$ cat src/verilog/cart_pkg.sv
// cartridge loader package with the shared widths, enums, header locations and chip codes
`default_nettype none

package cart_pkg;

    // ----------------------------------------
    // widths
    // ----------------------------------------
    typedef logic [24:0] dl_addr_t;
    typedef logic [15:0] dl_word_t;
    typedef logic [7:0]  hdr_byte_t;
    typedef logic [3:0]  size_code_t;
    typedef logic [7:0]  rom_type_t;
    typedef logic [23:0] mem_mask_t;
    typedef logic [31:0] wb_data_t;
    typedef logic [1:0]  wb_addr_t;

    typedef enum logic [1:0] {
        MAP_AUTO    = 2'd0,
        MAP_LOROM   = 2'd1,
        MAP_HIROM   = 2'd2,
        MAP_EXHIROM = 2'd3
    } map_mode_e;

    typedef enum logic [1:0] {
        BASE_LO   = 2'd0,
        BASE_HI   = 2'd1,
        BASE_EXHI = 2'd2
    } base_map_e;

    typedef enum logic [1:0] {
        DEC_IDLE,
        DEC_LOADING,
        DEC_SETTLE,
        DEC_READY
    } decode_state_e;

    // ----------------------------------------
    // internal header locations
    // ----------------------------------------
    parameter logic [23:0] HDR_LO_BASE   = 24'h007FD4;
    parameter logic [23:0] HDR_HI_BASE   = 24'h00FFD4;
    parameter logic [23:0] HDR_EXHI_BASE = 24'h40FFD4;
    // four 16-bit words from the base
    parameter int HDR_SPAN = 8;

    // word index within the header window
    parameter logic [1:0] FLD_MAPPER  = 2'd0;
    parameter logic [1:0] FLD_SIZES   = 2'd1;
    parameter logic [1:0] FLD_RAM     = 2'd2;
    parameter logic [1:0] FLD_COMPANY = 2'd3;

    parameter hdr_byte_t LO_MAPPERS [3] = '{8'h20, 8'h30, 8'h32};

    // ----------------------------------------
    // size codes and chip codes
    // ----------------------------------------
    parameter size_code_t MIN_ROM_CODE      = 4'd7;
    parameter size_code_t ROM_DEFAULT_CODE  = 4'd12;
    parameter size_code_t GSU_RAM_CODE      = 4'd6;
    parameter size_code_t ST_SMALL_ROM_CODE = 4'd10;
    parameter mem_mask_t  KB_UNIT           = 24'd1024;

    // values for rom_type bits 7:4
    parameter logic [3:0] CHIP_DSP1 = 4'h8;
    parameter logic [3:0] CHIP_DSP2 = 4'h9;
    parameter logic [3:0] CHIP_DSP3 = 4'hA;
    parameter logic [3:0] CHIP_DSP4 = 4'hB;
    parameter logic [3:0] CHIP_OBC1 = 4'hC;
    parameter logic [3:0] CHIP_SDD1 = 4'h5;
    parameter logic [3:0] CHIP_SA1  = 4'h6;
    parameter logic [3:0] CHIP_GSU  = 4'h7;
    // ST0xx works on bits 7:3
    parameter logic [4:0] CHIP_ST0XX     = 5'b10001;
    parameter logic [4:0] ST_SMALL_ROM_B = 5'b00100;

    // register word addresses
    parameter wb_addr_t REG_CTRL     = 2'd0;
    parameter wb_addr_t REG_STATUS   = 2'd1;
    parameter wb_addr_t REG_ROM_MASK = 2'd2;
    parameter wb_addr_t REG_RAM_MASK = 2'd3;

endpackage

`default_nettype wire

$ cat src/verilog/cart_header_if.sv
// header field bundle passed from the capture block to the chip decoder
`default_nettype none

interface cart_header_if;
    import cart_pkg::*;

    hdr_byte_t  mapper;
    hdr_byte_t  chip;
    hdr_byte_t  company;
    size_code_t rom_size;
    size_code_t ram_size;
    base_map_e  base_map;

    modport capture (
        output mapper,
        output chip,
        output company,
        output rom_size,
        output ram_size,
        output base_map
    );

    modport decode (
        input mapper,
        input chip,
        input company,
        input rom_size,
        input ram_size,
        input base_map
    );

endinterface

`default_nettype wire

$ cat src/verilog/cart_header_capture.sv
// header capture, strips the copier header from download addresses and grabs header bytes
`default_nettype none

module cart_header_capture #(
    parameter int SMC_HDR_BITS = 10
) (
    input  wire                        clk_sys,
    input  wire                        reset,
    input  wire                        dl_active_i,
    input  wire                        dl_wr_i,
    input  wire cart_pkg::dl_addr_t    dl_addr_i,
    input  wire cart_pkg::dl_word_t    dl_data_i,
    input  wire [31:0]                 dl_filesize_i,
    input  wire cart_pkg::map_mode_e   map_mode_i,
    cart_header_if.capture             hdr
);
    import cart_pkg::*;

    dl_addr_t   addr_adj;
    dl_addr_t   rel_lo;
    dl_addr_t   rel_hi;
    dl_addr_t   rel_exhi;
    logic       accept;
    logic       first_q;
    logic       lo_now;
    logic       use_lo;
    logic       use_hi;
    logic       use_exhi;
    logic       hit;
    logic [1:0] fld;
    hdr_byte_t  mapper_nxt;

    function automatic logic is_lo_mapper(input hdr_byte_t m);
        return (m == LO_MAPPERS[0]) || (m == LO_MAPPERS[1]) || (m == LO_MAPPERS[2]);
    endfunction

    assign accept = dl_active_i && dl_wr_i;

    // copier header length sits in the low filesize bits
    assign addr_adj = dl_addr_i - dl_addr_t'(dl_filesize_i[SMC_HDR_BITS-1:0]);

    assign rel_lo   = addr_adj - dl_addr_t'(HDR_LO_BASE);
    assign rel_hi   = addr_adj - dl_addr_t'(HDR_HI_BASE);
    assign rel_exhi = addr_adj - dl_addr_t'(HDR_EXHI_BASE);

    // ----------------------------------------
    // which header windows are open
    // ----------------------------------------
    always_comb begin
        lo_now   = !first_q && is_lo_mapper(hdr.mapper);
        use_lo   = 1'b0;
        use_hi   = 1'b0;
        use_exhi = 1'b0;
        case (map_mode_i)
            MAP_AUTO: begin
                // HiROM stays open until a LoROM mapper byte shows up
                use_lo = 1'b1;
                use_hi = !lo_now;
            end
            MAP_LOROM: use_lo = 1'b1;
            MAP_HIROM: use_hi = 1'b1;
            default:   use_exhi = 1'b1;
        endcase
    end

    always_comb begin
        hit = 1'b0;
        fld = FLD_MAPPER;
        if (use_lo && rel_lo < dl_addr_t'(HDR_SPAN)) begin
            hit = 1'b1;
            fld = rel_lo[2:1];
        end
        if (use_hi && rel_hi < dl_addr_t'(HDR_SPAN)) begin
            hit = 1'b1;
            fld = rel_hi[2:1];
        end
        if (use_exhi && rel_exhi < dl_addr_t'(HDR_SPAN)) begin
            hit = 1'b1;
            fld = rel_exhi[2:1];
        end
    end

    // stale mapper from an earlier image must not block auto detection
    always_comb begin
        mapper_nxt = first_q ? '0 : hdr.mapper;
        if (hit && fld == FLD_MAPPER) begin
            mapper_nxt = dl_data_i[15:8];
        end
    end

    // ----------------------------------------
    // header field registers
    // ----------------------------------------
    always_ff @(posedge clk_sys) begin
        if (accept) begin
            hdr.mapper <= mapper_nxt;
            if (first_q) begin
                hdr.ram_size <= '0;
            end
            if (hit) begin
                case (fld)
                    FLD_SIZES: begin
                        hdr.rom_size <= dl_data_i[11:8];
                        hdr.chip     <= dl_data_i[7:0];
                    end
                    FLD_RAM:     hdr.ram_size <= dl_data_i[3:0];
                    FLD_COMPANY: hdr.company  <= dl_data_i[7:0];
                    default: ;
                endcase
            end
        end
    end

    always_ff @(posedge clk_sys) begin
        if (reset) begin
            first_q      <= 1'b1;
            hdr.base_map <= BASE_LO;
        end else begin
            // rearm between downloads
            if (!dl_active_i) begin
                first_q <= 1'b1;
            end else if (dl_wr_i) begin
                first_q <= 1'b0;
            end
            if (accept) begin
                case (map_mode_i)
                    MAP_AUTO:  hdr.base_map <= is_lo_mapper(mapper_nxt) ? BASE_LO : BASE_HI;
                    MAP_LOROM: hdr.base_map <= BASE_LO;
                    MAP_HIROM: hdr.base_map <= BASE_HI;
                    default:   hdr.base_map <= BASE_EXHI;
                endcase
            end
        end
    end

endmodule

`default_nettype wire

$ cat src/verilog/cart_chip_decode.sv
// chip decoder, classifies the coprocessor and builds the rom and save-ram masks
`default_nettype none

module cart_chip_decode (
    input  wire                  clk_sys,
    input  wire                  reset,
    input  wire                  dl_active_i,
    input  wire                  video_region_i,
    cart_header_if.decode        hdr,
    output cart_pkg::rom_type_t  rom_type_o,
    output cart_pkg::mem_mask_t  rom_mask_o,
    output cart_pkg::mem_mask_t  ram_mask_o,
    output logic                 pal_o,
    output logic                 cart_ready_o
);
    import cart_pkg::*;

    decode_state_e state_q;
    decode_state_e state_d;
    logic [4:0]    chip_code;
    logic          is_gsu;
    size_code_t    rom_code;
    mem_mask_t     rom_mask_d;
    mem_mask_t     ram_mask_d;

    function automatic mem_mask_t size_mask(input size_code_t code);
        return (KB_UNIT << code) - mem_mask_t'(1);
    endfunction

    // ----------------------------------------
    // download tracking
    // ----------------------------------------
    always_comb begin
        state_d = state_q;
        case (state_q)
            DEC_IDLE: begin
                if (dl_active_i) begin
                    state_d = DEC_LOADING;
                end
            end
            DEC_LOADING: begin
                if (!dl_active_i) begin
                    state_d = DEC_SETTLE;
                end
            end
            DEC_SETTLE: begin
                state_d = dl_active_i ? DEC_LOADING : DEC_READY;
            end
            default: begin
                if (dl_active_i) begin
                    state_d = DEC_LOADING;
                end
            end
        endcase
    end

    assign cart_ready_o = (state_q == DEC_READY);

    // ----------------------------------------
    // coprocessor priority table
    // ----------------------------------------
    always_comb begin
        chip_code = '0;
        is_gsu    = 1'b0;
        if (hdr.mapper == 8'h30 && hdr.chip == 8'h05 && hdr.company == 8'hB2) begin
            chip_code = {CHIP_DSP3, 1'b0};
        end else if (((hdr.mapper == 8'h20 || hdr.mapper == 8'h21) && hdr.chip == 8'h03) ||
                     (hdr.mapper == 8'h30 && hdr.chip == 8'h05) ||
                     (hdr.mapper == 8'h31 && (hdr.chip == 8'h03 || hdr.chip == 8'h05))) begin
            chip_code = {CHIP_DSP1, 1'b0};
        end else if (hdr.mapper == 8'h20 && hdr.chip == 8'h05) begin
            chip_code = {CHIP_DSP2, 1'b0};
        end else if (hdr.mapper == 8'h30 && hdr.chip == 8'h03) begin
            chip_code = {CHIP_DSP4, 1'b0};
        end else if (hdr.mapper == 8'h30 && hdr.chip == 8'h25) begin
            chip_code = {CHIP_OBC1, 1'b0};
        end else if (hdr.mapper == 8'h32 && (hdr.chip == 8'h43 || hdr.chip == 8'h45)) begin
            chip_code = {CHIP_SDD1, 1'b0};
        end else if (hdr.mapper == 8'h30 && hdr.chip == 8'hF6) begin
            chip_code = CHIP_ST0XX;
            // small ST0xx images use the other variant
            if (hdr.rom_size < ST_SMALL_ROM_CODE) begin
                chip_code = chip_code | ST_SMALL_ROM_B;
            end
        end else if (hdr.mapper == 8'h20 && (hdr.chip == 8'h13 || hdr.chip == 8'h14 ||
                                             hdr.chip == 8'h15 || hdr.chip == 8'h1A)) begin
            chip_code = {CHIP_GSU, 1'b0};
            is_gsu    = 1'b1;
        end else if (hdr.mapper == 8'h23 && (hdr.chip == 8'h32 || hdr.chip == 8'h34 ||
                                             hdr.chip == 8'h35)) begin
            chip_code = {CHIP_SA1, 1'b0};
        end
    end

    // undersized rom codes fall back to the 4 MB default
    assign rom_code   = (hdr.rom_size < MIN_ROM_CODE) ? ROM_DEFAULT_CODE : hdr.rom_size;
    assign rom_mask_d = size_mask(rom_code);

    always_comb begin
        if (is_gsu) begin
            ram_mask_d = size_mask(GSU_RAM_CODE);
        end else if (hdr.ram_size == '0) begin
            ram_mask_d = '0;
        end else begin
            ram_mask_d = size_mask(hdr.ram_size);
        end
    end

    always_ff @(posedge clk_sys) begin
        if (reset) begin
            state_q    <= DEC_IDLE;
            rom_type_o <= '0;
            rom_mask_o <= '0;
            ram_mask_o <= '0;
            pal_o      <= 1'b0;
        end else begin
            state_q <= state_d;
            if (state_q == DEC_SETTLE) begin
                rom_type_o <= {chip_code, 1'b0, hdr.base_map};
                rom_mask_o <= rom_mask_d;
                ram_mask_o <= ram_mask_d;
                pal_o      <= video_region_i;
            end
        end
    end

endmodule

`default_nettype wire

$ cat src/verilog/cart_cfg_regs.sv
// wishbone classic register block for map mode, video region and loader results
`default_nettype none

module cart_cfg_regs (
    input  wire                       clk_sys,
    input  wire                       reset,
    input  wire                       wb_cyc_i,
    input  wire                       wb_stb_i,
    input  wire                       wb_we_i,
    input  wire cart_pkg::wb_addr_t   wb_adr_i,
    input  wire cart_pkg::wb_data_t   wb_dat_i,
    output cart_pkg::wb_data_t        wb_dat_o,
    output logic                      wb_ack_o,
    output cart_pkg::map_mode_e       map_mode_o,
    output logic                      video_region_o,
    input  wire cart_pkg::rom_type_t  rom_type_i,
    input  wire cart_pkg::mem_mask_t  rom_mask_i,
    input  wire cart_pkg::mem_mask_t  ram_mask_i,
    input  wire                       cart_ready_i
);
    import cart_pkg::*;

    logic     wb_hit;
    wb_data_t rd_data;

    // new access only while no ack is pending
    assign wb_hit = wb_cyc_i && wb_stb_i && !wb_ack_o;

    // ----------------------------------------
    // read-back mux
    // ----------------------------------------
    always_comb begin
        case (wb_adr_i)
            REG_CTRL:     rd_data = {29'd0, video_region_o, map_mode_o};
            REG_STATUS:   rd_data = {23'd0, cart_ready_i, rom_type_i};
            REG_ROM_MASK: rd_data = {8'd0, rom_mask_i};
            default:      rd_data = {8'd0, ram_mask_i};
        endcase
    end

    // ----------------------------------------
    // ack and CTRL
    // ----------------------------------------
    always_ff @(posedge clk_sys) begin
        if (reset) begin
            wb_ack_o       <= 1'b0;
            map_mode_o     <= MAP_AUTO;
            video_region_o <= 1'b0;
        end else begin
            wb_ack_o <= wb_hit;
            // the other registers ignore writes
            if (wb_hit && wb_we_i && wb_adr_i == REG_CTRL) begin
                map_mode_o     <= map_mode_e'(wb_dat_i[1:0]);
                video_region_o <= wb_dat_i[2];
            end
        end
    end

    // data held for the ack cycle
    always_ff @(posedge clk_sys) begin
        if (wb_hit) begin
            wb_dat_o <= rd_data;
        end
    end

endmodule

`default_nettype wire

$ cat src/verilog/cart_loader_top.sv
// cartridge loader top level, header capture, chip decode and register block
`default_nettype none

module cart_loader_top #(
    parameter int SMC_HDR_BITS = 10
) (
    input  wire                       clk_sys,
    input  wire                       reset,

    // rom download stream
    input  wire                       dl_active_i,
    input  wire                       dl_wr_i,
    input  wire cart_pkg::dl_addr_t   dl_addr_i,
    input  wire cart_pkg::dl_word_t   dl_data_i,
    input  wire [31:0]                dl_filesize_i,

    // wishbone register port
    input  wire                       wb_cyc_i,
    input  wire                       wb_stb_i,
    input  wire                       wb_we_i,
    input  wire cart_pkg::wb_addr_t   wb_adr_i,
    input  wire cart_pkg::wb_data_t   wb_dat_i,
    output cart_pkg::wb_data_t        wb_dat_o,
    output logic                      wb_ack_o,

    // results
    output cart_pkg::rom_type_t       rom_type_o,
    output cart_pkg::mem_mask_t       rom_mask_o,
    output cart_pkg::mem_mask_t       ram_mask_o,
    output logic                      pal_o,
    output logic                      cart_ready_o
);
    import cart_pkg::*;

    map_mode_e map_mode;
    logic      video_region;

    cart_header_if u_hdr_if ();

    cart_header_capture #(
        .SMC_HDR_BITS (SMC_HDR_BITS)
    ) u_capture (
        .clk_sys       (clk_sys),
        .reset         (reset),
        .dl_active_i   (dl_active_i),
        .dl_wr_i       (dl_wr_i),
        .dl_addr_i     (dl_addr_i),
        .dl_data_i     (dl_data_i),
        .dl_filesize_i (dl_filesize_i),
        .map_mode_i    (map_mode),
        .hdr           (u_hdr_if.capture)
    );

    cart_chip_decode u_decode (
        .clk_sys        (clk_sys),
        .reset          (reset),
        .dl_active_i    (dl_active_i),
        .video_region_i (video_region),
        .hdr            (u_hdr_if.decode),
        .rom_type_o     (rom_type_o),
        .rom_mask_o     (rom_mask_o),
        .ram_mask_o     (ram_mask_o),
        .pal_o          (pal_o),
        .cart_ready_o   (cart_ready_o)
    );

    cart_cfg_regs u_regs (
        .clk_sys        (clk_sys),
        .reset          (reset),
        .wb_cyc_i       (wb_cyc_i),
        .wb_stb_i       (wb_stb_i),
        .wb_we_i        (wb_we_i),
        .wb_adr_i       (wb_adr_i),
        .wb_dat_i       (wb_dat_i),
        .wb_dat_o       (wb_dat_o),
        .wb_ack_o       (wb_ack_o),
        .map_mode_o     (map_mode),
        .video_region_o (video_region),
        .rom_type_i     (rom_type_o),
        .rom_mask_i     (rom_mask_o),
        .ram_mask_i     (ram_mask_o),
        .cart_ready_i   (cart_ready_o)
    );

endmodule

`default_nettype wire

$ cat config.mk
export PLATFORM = sky130hd
export DESIGN_NAME = cart_loader_top
export DESIGN_NICKNAME = d
export VERILOG_FILES = /design/src/verilog/cart_pkg.sv /design/src/verilog/cart_header_if.sv /design/src/verilog/cart_header_capture.sv /design/src/verilog/cart_chip_decode.sv /design/src/verilog/cart_cfg_regs.sv /design/src/verilog/cart_loader_top.sv
export SDC_FILE = /design/constraint.sdc
export NUM_CORES = 1
export LEC_CHECK = 0
export BUFFER_PORTS_ARGS = -buffer_cell sky130_fd_sc_hd__buf_2
export CAP_MARGIN = 10
export CORE_MARGIN = 2
export CORE_UTILIZATION = 45
export CTS_CLUSTER_DIAMETER = 80
export CTS_CLUSTER_SIZE = 8
export DETAILED_ROUTE_END_ITERATION = 8
export GPL_TIMING_DRIVEN = 0
export PLACE_DENSITY_LB_ADDON = 0.1
export SLEW_MARGIN = 20
export SYNTH_ARGS = -nofsm -noshare
export SYNTH_HDL_FRONTEND = slang
export SYNTH_SLANG_ARGS = --single-unit
export TNS_END_PERCENT = 50
$ cat constraint.sdc
create_clock -name clk_sys -period 5 [get_ports clk_sys]
set_input_delay 0.5 -clock clk_sys [delete_from_list [all_inputs] [get_ports clk_sys]]
set_output_delay 0.5 -clock clk_sys [all_outputs]
set_load 0.01 [all_outputs]
==> results of run 1 <==
worst min-delay path by stage:
stage / end
detailed placement: u_capture.hdr.base_map[1]
global placement: u_regs.wb_ack_o
finish: u_capture.hdr.chip[4]
CTS: u_capture.hdr.chip[4]
global route: u_capture.hdr.company[4]
floorplan: u_capture.hdr.base_map[1]
power by group through the flow:
| stage | registers, mW | clock network [mW] | logic (mW) |
|---|---|---|---|
| floorplan | 0.952 | 0 | 0.238 |
| global placement | 0.947 | 0 | 0.352 |
| detailed placement | 0.948 | 0 | 0.359 |
| CTS | 0.929 | 0.687 | 0.362 |
| global route | 0.932 | 0.722 | 0.402 |
| finish | 0.929 | 0.675 | 0.364 |
through the flow:
stage               power [mW]  hold slack [ns]  setup TNS [ns]
floorplan                 1.19            0.436               0
global placement          1.30            0.429          -16.70
detailed placement        1.31            0.450           -5.79
CTS                       1.98            0.321               0
global route              2.06            0.324               0
finish                    1.97            0.336               0
state kept, by name, summed over array words and instances (netlist names):
name                    cells
u_decode.rom_type_o         7
u_capture.hdr.mapper        8
u_regs.video_region_o       1
u_capture.first_q           1
u_decode.rom_mask_o        15
u_capture.hdr.chip          8
u_decode.state_q            2
u_capture.hdr.base_map      2
u_decode.pal_o              1
u_regs.wb_dat_o            24
u_capture.hdr.rom_size      4
u_capture.hdr.company       8
u_regs.map_mode_o           2
u_regs.wb_ack_o             1
u_decode.ram_mask_o        15
u_capture.hdr.ram_size      4
worst reg2reg max path: cells and delay by family, from the launching register on:
kind / cells / cell delay, ns
muxes: 1 / 0.38
AOI/OAI and AO/OA: 3 / 1.18
DFF: 1 / 0.37
and+or+nand+nor: 5 / 1.04
per-layer routing:
| metal | up-vias | share of wire [%] | routed length (microns) |
|---|---|---|---|
| met5 | - | 0 | 0 |
| met4 | 0 | 1.6 | 282 |
| met3 | 21 | 6.2 | 1090 |
| met2 | 230 | 46 | 8130 |
| met1 | 2785 | 46 | 8060 |
| li1 | 2906 | - | - |
cell families after synthesis:
logic type                 count (synthesis)
xor gates and xnor gates                  23
and+or+nand+nor                          282
AOI/OAI and AO/OA                        158
adders and majority gates                 17
muxes                                     43
buffers and inverters                     78
other                                      2
DFF                                      103
final cells by class:
type,count,area [sq um]
inverters,23,86.3
repair buffers,142,728
well taps,184,230
clock buffers,10,239
clock inverters,6,42.5
multi-input cells,534,3580
flip-flops and latches,103,2620
fillers,1332,6520
plain buffers,55,320
layout by cell type (no fill, tap or decap), drive strengths merged, types with 11 or more instances in the layout:
| cell | instances |
|---|---|
| nor2 | 66 |
| nand2 | 55 |
| ha | 16 |
| buf | 175 |
| dfxtp | 47 |
| edfxtp | 56 |
| o21ai | 30 |
| conb | 11 |
| a21oi | 44 |
| clkbuf | 32 |
| nand3 | 23 |
| xnor2 | 13 |
| inv | 25 |
| nor2b | 30 |
| mux2i | 29 |
| mux2 | 14 |
| nor3 | 26 |
repair_timing:
item | CTS | global route
setup endpoints to repair | 0 | 19
buffers inserted | 0 | 1
hold endpoints to repair | 0 | 0
gates resized for setup | 0 | 3
==> out/metrics.cfg, run 1 <==
[run_status]
outcome=finished clean

[critical_path]
crit_arrival_ns=4.78
cp.required_ns=5.07
ff2ff_path_depth=9
critPathTopFamily=simple AND/OR/NAND/NOR gates
path_class=input port to flip-flop
cpMaxStageDelayCell=or4_4
startpoint=dl_filesize_i[0]
slowest_delay_ns=0.54
reg2reg_slack_ns=1.78
startpoint_type=input port
timing.rr.end=u_capture.hdr.mapper[0]
cp_num_buf_inv=3
endpoint=u_capture.hdr.company[5]
path_depth=17
worst_setup_path_end_kind=flip-flop
r2r_start=u_capture.hdr.mapper[2]
cp_max_fo=10
crit_top_cell=a31oi_1
crit_chain=buf_2, nor2b_1, fa_1, nand2b_1, a211oi_4, o21a_2, o221ai_1, mux2_2, and3_1, clkbuf_1, a21oi_1, a31oi_1, or4_4, a21oi_4, a31oi_1, nor4_4, clkbuf_4

[grt]
grt_usage_pct=22.5
antenna_found_initial=0
use_met3_pct=4.38
grt_use_met1_pct=30.4
grt_max_degree=26
grt_first_pass_wirelength_microns=28400
top_usage_layer=met2
grt_pass1_vias=5504
met2_usage_pct=36.8
overflow=0

[finish]
instances_no_fill=1057
syn_to_final_growth_pct=20.1
finish.instance_area_sq_um=7850
nets=999
utilization_pct=54.6
drive_gt1_share_pct=25.9
num_antenna_cells=0

[yosys]
synth_async_sr_flop_share_pct=0
synth_xor_area_share_pct=3.08
syn-cell-area_sq_um=6540
synth_cells=706
synth_adder_area_share_pct=3.37
ys_ff_latch=103
synth-compound-area-share_pct=17.2
synthSimpleGateAreaFrac_pct=23.1
synth_top_cell_by_area=edfxtp_1
synth.most_common_cell=nor2_1
synth.distinct_cells=79
yosysSeqAreaShare_pct=40.1
synthFlopType=edfxtp_1
ys_top_cells_by_count=66 x nor2_1, 56 x edfxtp_1, 55 x nand2_1, 47 x dfxtp_1, 41 x a21oi_1
synthMuxAreaShare_pct=6.85
yosysTopAreaCellShare_pct=25.7
synth.area.top_cells=edfxtp_1 26%, dfxtp_1 14%, mux2i_1 4.4%
yosysWarnings=0
synth_edf_count=56
syn_area_per_cell_sq_um=9.26
synth_top_family_by_area=simple AND/OR/NAND/NOR gates

[power]
p_comb_share_pct=18.5
p_leak_nw=3.26
switchingPower_uw=558
power_density_nw_per_um2=251
swShare_pct=28.4
p_clk_share_pct=34.3
seqPwrFrac_pct=47.2
p_int_mw=1.41
ir_drop_uv=132

[timing]
worstMarginPinSlew_ns=0.740
setup_viol=0
finalHoldViolations=0
fmaxAchievable_mhz=212
slew_violations=0
min_period_ns=4.71
fin_ws_ns=0.289
post-route-period-util_pct=94.2
rsz0062_at_grt=false
slew_headroom_pct=50.0
fin_skew_ns=0.00612

[placement]
dp_slack_ns=-0.352
dp_cells=1040
placed_area_sq_um=7540
gp_congestion=0.890
dp_hpwl_microns=13700
port_buffers=140

[floorplan]
io_pins=205
initial_utilization_pct=45.5
fp.coreArea_sq_um=14400
row_count=44
die_x_microns=125
die-area_sq_um=15500
die_y_microns=125

[drt]
wirelength_microns=17600
vias_per_cell=5.62
post-route-drc-count=0
routedWlPerCell_microns=16.6
drt_iter0_drc=446
antenna_left=0
vias=5942
dr.pass1.iters=5

[hold_path]
hp-class=input port to flip-flop
hp-start=dl_data_i[4]
hold_path_depth=1

[clock_tree]
cts_root_buf=clkbuf_16
clkSlewWorstSetupHoldPaths_ns=0.07
postCtsHoldBufs=0
cts_buffer_depth=2
numCtsBuffers=9
cts_tree=built
h-tree-depth=3
cts_sinks=103
clk_latency_ns=0.35

[flow_run]
maxCapViolCount=0

Power figures use the tool's default switching activity.
==> inputs of run 2 (changes only) <==
--- a/config.mk
+++ b/config.mk
@@ -7,6 +7,7 @@
 export LEC_CHECK = 0
 export BUFFER_PORTS_ARGS = -buffer_cell sky130_fd_sc_hd__buf_2
 export CAP_MARGIN = 10
+export CORE_ASPECT_RATIO = 0.5
 export CORE_MARGIN = 2
 export CORE_UTILIZATION = 45
 export CTS_CLUSTER_DIAMETER = 80
==> out/metrics.cfg, run 2 (synthesized netlist as in run 1, its figures left out) <==
[flow_run]
maxCapViolCount=0  ; unchanged

[timing]
post-route-period-util_pct=94.8  ; +0.61 points
min_period_ns=4.74  ; +0.0305 ns
setup_viol=0  ; unchanged
fmaxAchievable_mhz=211  ; -0.64%
rsz0062_at_grt=false
slew_headroom_pct=48.0  ; -2.0 points
worstMarginPinSlew_ns=0.760  ; +0.0198 ns
holdWs_ns=0.337  ; +0.00160 ns
finalHoldViolations=0  ; unchanged
tns_ns=0  ; unchanged
fin_ws_ns=0.258  ; -0.0305 ns
slew_violations=0  ; unchanged
fin_skew_ns=0.00773  ; +0.00162 ns

[placement]
gp_congestion=0.899  ; +1.0%
port_buffers=140  ; unchanged
dp_hpwl_microns=13300  ; -3.0%
dp_slack_ns=-0.336  ; +0.0152 ns

[power]
power_density_nw_per_um2=250  ; -0.28%
p_clk_share_pct=34.6  ; +0.3 points
switchingPower_uw=552  ; -1.1%
ir_drop_uv=165  ; +25%
swShare_pct=28.0  ; -0.32 points
seqPwrFrac_pct=47.2  ; about the same
p_leak_nw=3.26  ; +0.26%
p_comb_share_pct=18.2  ; -0.3 points
p_int_mw=1.42  ; +0.49%

[floorplan]
row_count=31  ; -30%
die_x_microns=174  ; +40%
fp.coreArea_sq_um=14300  ; -0.39%
die_y_microns=89.2  ; -28%
io_pins=205  ; unchanged
die-area_sq_um=15600  ; +0.38%
initial_utilization_pct=45.7  ; +0.18 points

[finish]
layout_commonest_cell=buf_2
nets=999  ; unchanged
regArea_sq_um=2620  ; unchanged
n_fill_cell=1335  ; +0.23%
top_register=u_regs.wb_dat_o
num_antenna_cells=0  ; unchanged
syn_to_final_growth_pct=20.5
final_cell_mix=142 x buf_2, 65 x nor2_1, 56 x edfxtp_1
drive_gt1_share_pct=25.9  ; unchanged
multiInputGateArea_sq_um=3580  ; unchanged
largest_reg_flops=24  ; unchanged
reg.largest.list=u_regs.wb_dat_o x24, u_decode.ram_mask_o x15, u_decode.rom_mask_o x15

[clock_tree]
clk_latency_ns=0.35  ; about the same
cts_sinks=103  ; unchanged
postCtsHoldBufs=0  ; unchanged
cts_tree=built
clkSlewWorstSetupHoldPaths_ns=0.07  ; about the same
cts_root_buf=clkbuf_16
cts_buffer_depth=2  ; unchanged
h-tree-depth=3  ; unchanged
numCtsBuffers=9  ; unchanged

[critical_path]
cp_max_fo=10  ; unchanged
ff2ff_path_depth=9  ; unchanged
worst_setup_path_end_kind=flip-flop
crit_arrival_ns=4.80  ; +0.02 ns
path_class=input port to flip-flop
startpoint_type=input port
cp.required_ns=5.06  ; about the same

[drt]
wirelength_microns=17200  ; -2.1%
wl_met1_microns=7840  ; -2.7%
dr_wl_met3_microns=1050  ; -4.1%
vias_per_cell=5.47  ; -2.7%
post-route-drc-count=0  ; unchanged
dr_wl_met2_microns=8010  ; -1.4%
dr.pass1.iters=5  ; unchanged
antenna_left=0  ; unchanged
drt_iter0_drc=408  ; -8.5%
highest_layer=met4
vias=5857  ; -1.4%
routedWlPerCell_microns=16.0  ; -3.4%

[grt]
grt_usage_pct=22.0  ; -0.51 points
grt_pass1_vias=5315  ; -3.4%
grt_first_pass_wirelength_microns=27200  ; -4.3%
overflow=0  ; unchanged
antenna_found_initial=0  ; unchanged
grt_max_degree=26  ; unchanged

[run_status]
outcome=finished clean

[hold_path]
hp-class=input port to flip-flop
hold_path_depth=1  ; unchanged

-- run 2: timing repair --
item                       in CTS  in global routing
setup endpoints to repair       0                 17
gates resized for setup         0                  2
buffers inserted                0                  1
hold endpoints to repair        0                  0
-- run 2: power groups by stage --
| stage | Combinational (mW) | Clock (mW) | Sequential [mW] |
|---|---|---|---|
| final | 0.358 | 0.681 | 0.930 |
| after global routing | 0.398 | 0.724 | 0.933 |
| after CTS | 0.356 | 0.696 | 0.930 |
| after detailed placement | 0.354 | 0 | 0.950 |
| after global placement | 0.348 | 0 | 0.949 |
| after floorplan | 0.238 | 0 | 0.952 |
-- run 2: area by class of cell --
type,instances,area share [%]
Buffer,55,4.07
Clock buffer,10,3.03
Clock inverter,6,0.667
Inverter,23,1.10
Multi-Input combinational cell,534,45.5
Sequential cell,103,33.3
Tap cell,198,3.14
Timing Repair Buffer,142,9.21
-- run 2: metrics by stage --
step           util, %  power, mW  instances  area [sq um]
2_1_floorplan        -       1.19        715          6580
3_3_place_gp      52.6       1.30       1053          7530
3_5_place_dp      52.8       1.30       1054          7560
4_1_cts           54.8       1.98       1070          7850
5_1_grt           55.0       2.05       1071          7880
6_report          55.0       1.97       1071          7880
-- run 2: worst paths after layout --
check	from	to	slack, ns
worst max-delay path	dl_filesize_i[0]	u_capture.hdr.company[3]	0.26
worst min-delay path	dl_data_i[7]	u_capture.hdr.company[7]	0.34
worst max register to register	u_capture.hdr.mapper[2]	u_capture.hdr.mapper[3]	1.64
worst min register to register	u_capture.hdr.base_map[1]	u_capture.hdr.base_map[1]	0.47
-- run 2: worst max-delay path, cell delays in order --
cell and delay, ns:
buf_2 0.09, nor2b_1 0.16, fa_1 0.40, nand2b_1 0.22
a211oi_4 0.43, o21a_2 0.29, o221ai_1 0.14, mux2_2 0.33
and3_1 0.22, clkbuf_1 0.24, a21oi_1 0.19, a31oi_1 0.07
or4_4 0.55, a21oi_4 0.20, a31oi_1 0.13, nor4_4 0.38
buf_2 0.24
-- run 2: metal layers --
| layer | track usage [%] | vias up |
|---|---|---|
| met2 | 38.9 | 200 |
| met3 | 3.40 | 20 |
| li1 | - | 2905 |
| met5 | 0 | - |
| met4 | 6.21 | 0 |
| met1 | 28.6 | 2732 |
